**config.mk**
```make
export PLATFORM = sky130hd
export DESIGN_NAME = branch_predictor
export DESIGN_NICKNAME = d
export VERILOG_FILES = /design/src/rtl/bp_pkg.sv /design/src/rtl/bp_train_if.sv /design/src/rtl/bp_ctrl.sv /design/src/rtl/branch_predictor.sv /design/src/rtl/btb.sv /design/src/rtl/gshare_pht.sv
export VERILOG_INCLUDE_DIRS = /design/src /design/src/rtl
export SDC_FILE = /design/constraint.sdc
export NUM_CORES = 2
export LEC_CHECK = 0
export BUFFER_PORTS_ARGS = -buffer_cell sky130_fd_sc_hd__buf_2
export CORE_AREA = 2 2 542 544
export CTS_BUF_LIST = sky130_fd_sc_hd__clkbuf_4 sky130_fd_sc_hd__clkbuf_8
export DETAILED_ROUTE_END_ITERATION = 10
export DIE_AREA = 0 0 544 546
export PLACE_DENSITY = 0.59
export SLEW_MARGIN = 20
export SYNTH_ARGS = -nofsm -noshare
export SYNTH_HDL_FRONTEND = slang
export SYNTH_SLANG_ARGS = --single-unit
```
**constraint.sdc**
```tcl
create_clock -name clk -period 28.1 [get_ports clk]
set_input_delay 5.62 -clock clk [delete_from_list [all_inputs] [get_ports clk]]
set_output_delay 5.62 -clock clk [all_outputs]
set_load 0.01 [all_outputs]
```
**src/rtl/bp_params.svh**
```systemverilog
// Table sizes and RV32 opcode values for the branch predictor, included by package and RTL
`ifndef BP_PARAMS_SVH
`define BP_PARAMS_SVH

// Number of direct-mapped BTB slots, must be a power of two
`define BP_BTB_ENTRIES 32

// History length, also the PHT index width (2**5 = 32 counters)
`define BP_GHR_BITS 5

// Counters in the pattern history table
`define BP_PHT_ENTRIES (1 << `BP_GHR_BITS)

// RV32 major opcodes of control transfer instructions
`define BP_OP_JAL    7'b1101111
`define BP_OP_JALR   7'b1100111
`define BP_OP_BRANCH 7'b1100011

`endif

```
**src/rtl/bp_pkg.sv**
```systemverilog
// Shared types of the branch predictor, imported by the interface and every RTL module
`include "bp_params.svh"

package bp_pkg;

    // What a BTB slot holds
    typedef enum logic [1:0] {
        KIND_NONE   = 2'd0,
        KIND_JUMP   = 2'd1,
        KIND_BRANCH = 2'd2
    } branch_kind_t;

    // Slot index, PC bits above the word offset
    typedef logic [$clog2(`BP_BTB_ENTRIES)-1:0] btb_idx_t;

    // Counter index, PC bits XOR global history
    typedef logic [`BP_GHR_BITS-1:0] pht_idx_t;

    // One BTB slot, tagged with the full PC
    typedef struct packed {
        logic         valid;
        logic [31:0]  tag;
        logic [31:0]  target;
        branch_kind_t kind;
    } btb_entry_t;

endpackage

```
**src/rtl/bp_train_if.sv**
```systemverilog
// Training request from the predictor controller to the BTB and the gshare table
interface bp_train_if;
    import bp_pkg::*;

    // BTB allocation
    logic       btb_we;
    btb_entry_t btb_entry;

    // Counter training and history control
    logic       pht_we;
    pht_idx_t   pht_idx;
    logic       taken;
    logic       ghr_clear;

    modport ctrl (
        output btb_we,
        output btb_entry,
        output pht_we,
        output pht_idx,
        output taken,
        output ghr_clear
    );

    modport btb (
        input btb_we,
        input btb_entry
    );

    modport pht (
        input pht_we,
        input pht_idx,
        input taken,
        input ghr_clear
    );

endinterface

```
**src/rtl/bp_ctrl.sv**
```systemverilog
// Predictor control: decodes resolved updates, drives table training, forms the prediction
`include "bp_params.svh"

module bp_ctrl (
    input  logic                 clk,
    input  logic                 reset_i,
    input  logic                 upd_valid_i,
    input  logic [31:0]          upd_pc_i,
    input  logic [6:0]           upd_op_i,
    input  logic [31:0]          upd_target_i,
    input  logic                 upd_taken_i,
    input  bp_pkg::pht_idx_t     upd_pht_idx_i,
    input  logic                 ghr_clear_i,
    input  logic                 btb_hit_i,
    input  bp_pkg::branch_kind_t btb_kind_i,
    input  logic [31:0]          btb_target_i,
    input  bp_pkg::btb_entry_t   btb_slot_i,
    input  logic                 pht_taken_i,
    bp_train_if.ctrl             train,
    output logic                 predict_taken_o,
    output logic [31:0]          predict_target_o
);
    import bp_pkg::*;

    branch_kind_t upd_kind;
    branch_kind_t last_kind_q;
    logic         slot_same;

    // JAL and JALR both count as unconditional jumps
    always_comb begin
        case (upd_op_i)
            `BP_OP_JAL,
            `BP_OP_JALR:   upd_kind = KIND_JUMP;
            `BP_OP_BRANCH: upd_kind = KIND_BRANCH;
            default:       upd_kind = KIND_NONE;
        endcase
    end

    // Slot already holds this PC with this target, nothing to write
    assign slot_same = btb_slot_i.valid
                    && (btb_slot_i.tag == upd_pc_i)
                    && (btb_slot_i.target == upd_target_i);

    assign train.btb_we           = upd_valid_i && (upd_kind != KIND_NONE) && !slot_same;
    assign train.btb_entry.valid  = 1'b1;
    assign train.btb_entry.tag    = upd_pc_i;
    assign train.btb_entry.target = upd_target_i;
    assign train.btb_entry.kind   = upd_kind;

    // Only conditional branches train counters and history
    assign train.pht_we    = upd_valid_i && (upd_kind == KIND_BRANCH);
    assign train.pht_idx   = upd_pht_idx_i;
    assign train.taken     = upd_taken_i;
    assign train.ghr_clear = ghr_clear_i;

    // Final prediction from BTB hit and PHT direction
    always_comb begin
        predict_taken_o  = 1'b0;
        predict_target_o = 32'h0;
        if (btb_hit_i) begin
            case (btb_kind_i)
                KIND_JUMP: begin
                    predict_taken_o  = 1'b1;
                    predict_target_o = btb_target_i;
                end
                KIND_BRANCH: begin
                    predict_taken_o  = pht_taken_i;
                    predict_target_o = btb_target_i;
                end
                default: begin
                    predict_taken_o  = 1'b0;
                    predict_target_o = 32'h0;
                end
            endcase
        end
    end

    // Kind of the most recent accepted update
    always_ff @(posedge clk) begin
        if (reset_i) begin
            last_kind_q <= KIND_NONE;
        end else if (upd_valid_i) begin
            last_kind_q <= upd_kind;
        end
    end

    // An allocation always belongs to a control transfer update
    alloc_kind_a: assert property (
        @(posedge clk) disable iff (reset_i)
        train.btb_we |=> (last_kind_q != KIND_NONE)
    ) else $error("bp_ctrl: BTB allocation for a non-control update");

    train_valid_a: assert property (
        @(posedge clk) disable iff (reset_i)
        train.pht_we |-> upd_valid_i
    ) else $error("bp_ctrl: counter training without an update strobe");

endmodule

```
**src/rtl/branch_predictor.sv**
```systemverilog
// Top level of the front-end branch predictor, instantiated by the fetch and execute stages
module branch_predictor (
    input  logic             clk,
    input  logic             reset_i,
    input  logic [31:0]      pc_i,
    input  logic             upd_valid_i,
    input  logic [31:0]      upd_pc_i,
    input  logic [6:0]       upd_op_i,
    input  logic [31:0]      upd_target_i,
    input  logic             upd_taken_i,
    input  bp_pkg::pht_idx_t upd_pht_idx_i,
    input  logic             ghr_clear_i,
    output logic             predict_taken_o,
    output logic [31:0]      predict_target_o,
    output bp_pkg::pht_idx_t pht_idx_o
);
    import bp_pkg::*;

    // Lookup results
    logic         btb_hit;
    branch_kind_t btb_kind;
    logic [31:0]  btb_target;
    btb_entry_t   btb_slot;
    logic         pht_taken;

    bp_train_if train_if ();

    bp_ctrl bp_ctrl_i (
        .clk              (clk),
        .reset_i          (reset_i),
        .upd_valid_i      (upd_valid_i),
        .upd_pc_i         (upd_pc_i),
        .upd_op_i         (upd_op_i),
        .upd_target_i     (upd_target_i),
        .upd_taken_i      (upd_taken_i),
        .upd_pht_idx_i    (upd_pht_idx_i),
        .ghr_clear_i      (ghr_clear_i),
        .btb_hit_i        (btb_hit),
        .btb_kind_i       (btb_kind),
        .btb_target_i     (btb_target),
        .btb_slot_i       (btb_slot),
        .pht_taken_i      (pht_taken),
        .train            (train_if.ctrl),
        .predict_taken_o  (predict_taken_o),
        .predict_target_o (predict_target_o)
    );

    btb btb_i (
        .clk      (clk),
        .reset_i  (reset_i),
        .pc_i     (pc_i),
        .upd_pc_i (upd_pc_i),
        .train    (train_if.btb),
        .hit_o    (btb_hit),
        .kind_o   (btb_kind),
        .target_o (btb_target),
        .slot_o   (btb_slot)
    );

    gshare_pht gshare_pht_i (
        .clk     (clk),
        .reset_i (reset_i),
        .pc_i    (pc_i),
        .train   (train_if.pht),
        .taken_o (pht_taken),
        .idx_o   (pht_idx_o)
    );

endmodule

```
**src/rtl/btb.sv**
```systemverilog
// Direct-mapped branch target buffer with combinational lookup and single-edge allocation
`include "bp_params.svh"

module btb (
    input  logic                 clk,
    input  logic                 reset_i,
    input  logic [31:0]          pc_i,
    input  logic [31:0]          upd_pc_i,
    bp_train_if.btb              train,
    output logic                 hit_o,
    output bp_pkg::branch_kind_t kind_o,
    output logic [31:0]          target_o,
    output bp_pkg::btb_entry_t   slot_o
);
    import bp_pkg::*;

    localparam int IDX_BITS = $bits(btb_idx_t);

    // Valid bits are kept apart so that reset only touches one vector
    logic [`BP_BTB_ENTRIES-1:0] valid_q;
    btb_entry_t                 entry_q [`BP_BTB_ENTRIES];

    btb_idx_t   lookup_idx;
    btb_idx_t   upd_idx;
    btb_entry_t lookup_entry;

    // Word aligned PCs, so bits 1:0 carry no index information
    assign lookup_idx = pc_i[IDX_BITS+1:2];
    assign upd_idx    = upd_pc_i[IDX_BITS+1:2];

    always_ff @(posedge clk) begin
        if (reset_i) begin
            valid_q <= '0;
        end else if (train.btb_we) begin
            valid_q[upd_idx] <= train.btb_entry.valid;
        end
    end

    // Payload storage, meaningful only where the valid bit is set
    always_ff @(posedge clk) begin
        if (train.btb_we) begin
            entry_q[upd_idx] <= train.btb_entry;
        end
    end

    always_comb begin
        lookup_entry       = entry_q[lookup_idx];
        lookup_entry.valid = valid_q[lookup_idx];
    end

    // Full-PC tag compare, so aliasing PCs never hit
    assign hit_o    = lookup_entry.valid && (lookup_entry.tag == pc_i);
    assign kind_o   = lookup_entry.kind;
    assign target_o = lookup_entry.target;

    // Stored slot at the update index, used by the controller to skip redundant writes
    always_comb begin
        slot_o       = entry_q[upd_idx];
        slot_o.valid = valid_q[upd_idx];
    end

    // A valid slot always came from a jump or branch allocation
    hit_kind_a: assert property (
        @(posedge clk) disable iff (reset_i)
        hit_o |-> (kind_o != KIND_NONE)
    ) else $error("btb: hit on slot %0d with kind none", lookup_idx);

endmodule

```
**src/rtl/gshare_pht.sv**
```systemverilog
// Gshare direction predictor with global history and 2-bit saturating counters
`include "bp_params.svh"

module gshare_pht (
    input  logic             clk,
    input  logic             reset_i,
    input  logic [31:0]      pc_i,
    bp_train_if.pht          train,
    output logic             taken_o,
    output bp_pkg::pht_idx_t idx_o
);
    import bp_pkg::*;

    localparam int GHR_BITS = `BP_GHR_BITS;

    // Global history, newest outcome at the MSB
    logic [GHR_BITS-1:0] ghr_q;
    logic [1:0]          pht_q [`BP_PHT_ENTRIES];

    pht_idx_t   read_idx;
    logic [1:0] cnt_cur;
    logic [1:0] cnt_next;

    // Hash of PC word bits and history
    assign read_idx = pc_i[GHR_BITS+1:2] ^ ghr_q;
    assign idx_o    = read_idx;

    // Counter MSB is the direction
    assign taken_o = pht_q[read_idx][1];

    // Saturating step of the counter being trained
    always_comb begin
        cnt_cur  = pht_q[train.pht_idx];
        cnt_next = cnt_cur;
        if (train.taken) begin
            if (cnt_cur != 2'b11) begin
                cnt_next = cnt_cur + 2'd1;
            end
        end else begin
            if (cnt_cur != 2'b00) begin
                cnt_next = cnt_cur - 2'd1;
            end
        end
    end

    // All counters start strongly not taken
    always_ff @(posedge clk) begin
        if (reset_i) begin
            for (int i = 0; i < `BP_PHT_ENTRIES; i++) begin
                pht_q[i] <= 2'b00;
            end
        end else if (train.pht_we) begin
            pht_q[train.pht_idx] <= cnt_next;
        end
    end

    // Flush clear wins over a shift in the same cycle
    always_ff @(posedge clk) begin
        if (reset_i || train.ghr_clear) begin
            ghr_q <= '0;
        end else if (train.pht_we) begin
            ghr_q <= {train.taken, ghr_q[GHR_BITS-1:1]};
        end
    end

    // Execute stage must stay quiet while the predictor is in reset
    no_train_in_reset_a: assert property (
        @(posedge clk) reset_i |-> !train.pht_we
    ) else $error("gshare_pht: counter write requested during reset");

endmodule

```
==> run metrics <==
status=finished clean; cts repair resizes=0; Post-synth EDFFs=2176; Buf/Inv on CP=7; Reg2Reg Launch Point=btb_i.entry_q[29][53]; clock root buffer=clkbuf_8; Post-Syn Area=102000 um2; clk_lat worst skew=1.12 ns; Slew headroom=13.9%; height of the chip=546 um; Lkg Pwr=36.9 nW; share of flip-flops with an asynchronous set or reset=0%; worst-case clock buffer depth=4; Hold-fix buffers, CTS=0; clk_skew=0.115 ns; wire per inst=34.8 um; GRT overflow=0; Synth Area per Inst=19.1 um2; CP Launch Point=pc_i[3]; total global-route track usage=22.6%; most frequent cells in the layout=edfxtp_1, mux4_2, mux2i_1; Arrival @ worst endpoint=between 10 and 15 ns; CTS tree=built; # DRC=0; largest net degree at the start of global routing=about 160; # clock sinks=2213; Die X=approximately 540 um; hold path startpoint=btb_i.valid_q[24]; Slew Viols, Final=0; final hold violation count=0; Layout fillers=26.3k; DRT iter0 DRCs=7855; Setup TNS Final=0 ns; Synth Flop Type=edfxtp_1; Synth cell types=58; First-pass DRT Iterations=5; # port buffers=150; slew at the pin with the worst max-slew slack=1.28 ns; Final period util=a little over 60%; VDD IR-drop max=0.0488 mV; Starting Density=about a third; first-pass GRT wire length=approximately 470 mm; critical-path cell with the highest stage delay=buf_4; I/O pin total=151; Pwr Total=0.00699 W; Ys Warns=0; Core Rows=199; FMAX=57.8 MHz; Post-Syn Instances=~5.3k; core area=292000 um2; WHS=0.486 ns; min Tclk post-route=17.30 ns; min-delay worst type=reg2reg; largest delay contributor family on the critical path=buffers and inverters; Power Dens Cells=61.0 nW/um2; CP Data Required Time=22.48 ns; clock buffer count from CTS=383; hpwl dp=184 mm; Total Wirelength=342 mm; critical-path cell list=buf_8 > buf_4 > buf_4 > buf_4 > mux4_2 > mux4_2 > mux2i_1 > inv_1 > ha_1 > nor3_1 > nand4_1 > buf_4 > nor3_1 > buf_2; layout cell share with drive strength beyond 1=31.1%; post-synthesis sequential area ratio=65.0%; area delta synth->final=12.8%; final net count=5748; ANT nets after route=0; vias in the first global route=60.3k; worst-path maximum fanout=85; FF+latch count, synth=around 2.2k; clock-pin slew on the worst setup and hold paths=approximately 0.050 ns; Synth Net Count=about 5.4k; class of the most critical setup path=in2out; RSZ-0062 raised after global routing=false; placer's final routability congestion estimate=0.802; via count=roughly 60k; Setup WS post-layout=around 11 ns; H-tree levels=5; Crit. End Element=primary output; maxcap violations=0; Top cell by count, worst path=buf_4; crit start category=primary input; Setup Fix Bufs, Post-CTS=0; commonest non-fill, non-tap cell in the layout=edfxtp_1; Die ar.=between 200000 and 300000 um2; pre-CTS setup slack=10.49 ns; final setup vio count=0; Via density=6.09; crit-path max cell delay=0.92 ns; antenna violations before repair=42
logic make-up after synthesis:
group	count (synthesis)	share of synthesized area (%)
simple gates	504	2.80
mux	1570	26.2
xor+xnor	93	0.802
flops	2213	65.0
buf+inv	455	1.89
fa+ha+maj	4	0.0443
compound gates	492	3.18
registers in the layout, indices dropped and copies added (netlist names):
register	count
gshare_pht_i.ghr_q	5
btb_i.valid_q	32
gshare_pht_i.pht_q	64
btb_i.entry_q	2112
path summary, 6_finish.rpt:
| path | slack, ns | depth (start not counted) | to |
|---|---|---|---|
| hold / removal | 0.49 | 2 | btb_i.valid_q[24] |
| hold reg to reg | 0.49 | 2 | btb_i.valid_q[24] |
| setup / recovery | 10.80 | 14 | predict_target_o[15] |
| setup reg to reg | 21.90 | 12 | btb_i.entry_q[27][23] |
worst min-delay path: stages (launching register included):
cell and delay (ns):
dfxtp_1 0.31, inv_1 0.05, o22ai_1 0.07
stage by stage:
stage	instance area (um2)	instances	util, %
global placement	107000	9166	36.8
CTS	115000	9824	39.2
floorplan	102000	5331	-
detailed placement	107000	9166	36.8
global route	115000	9834	39.2
finish	115000	9848	39.2
synthesized netlist by cell type (5+ instances only):
master	count	share of area (%)
buf_4	13	0.096
nand4_1	39	0.24
nor3b_1	7	0.052
mux2i_1	691	6.8
and3b_1	5	0.043
a22oi_1	95	0.70
dfxtp_1	37	0.73
and3_1	10	0.062
buf_1	69	0.25
clkbuf_1	205	0.76
nor4b_1	8	0.069
nand2b_1	34	0.21
edfxtp_1	2176	64
a21oi_1	13	0.064
nor2_1	77	0.28
nand4b_1	8	0.069
xor2_1	72	0.62
mux4_2	875	19
nand3_1	36	0.18
nor4_1	127	0.78
o22ai_1	346	2.1
nand2_1	71	0.26
xnor2_1	21	0.18
buf_2	128	0.63
inv_1	40	0.15
nor3_1	48	0.24
layer usage:
layer  global-route usage (%)  wire length (um)
met1                     30.6            134000
met2                     36.5            164000
met3                     4.44             32200
met4                     7.62             12000
met5                        0               123
power breakdown:
| group | switching [W] | internal (W) |
|---|---|---|
| clock network | 0.00132 | 0.00152 |
| logic | 0.000314 | 0.000201 |
| registers | 0.00000197 | 0.00363 |
cell type report:
class                      instances  area (um2)  share of cell area (%)
clock inverter                   153         922                   0.805
tap                             3919        4900                    4.28
multi-input combinational       2663       34000                    29.6
sequential                      2213       66100                    57.7
antenna                           23        57.6                  0.0502
inverter                          40         150                   0.131
clock buffer                     505        6230                    5.44
timing repair buffer             332        2290                    2.00
No activity file was read; power rests on OpenSTA's default activity.
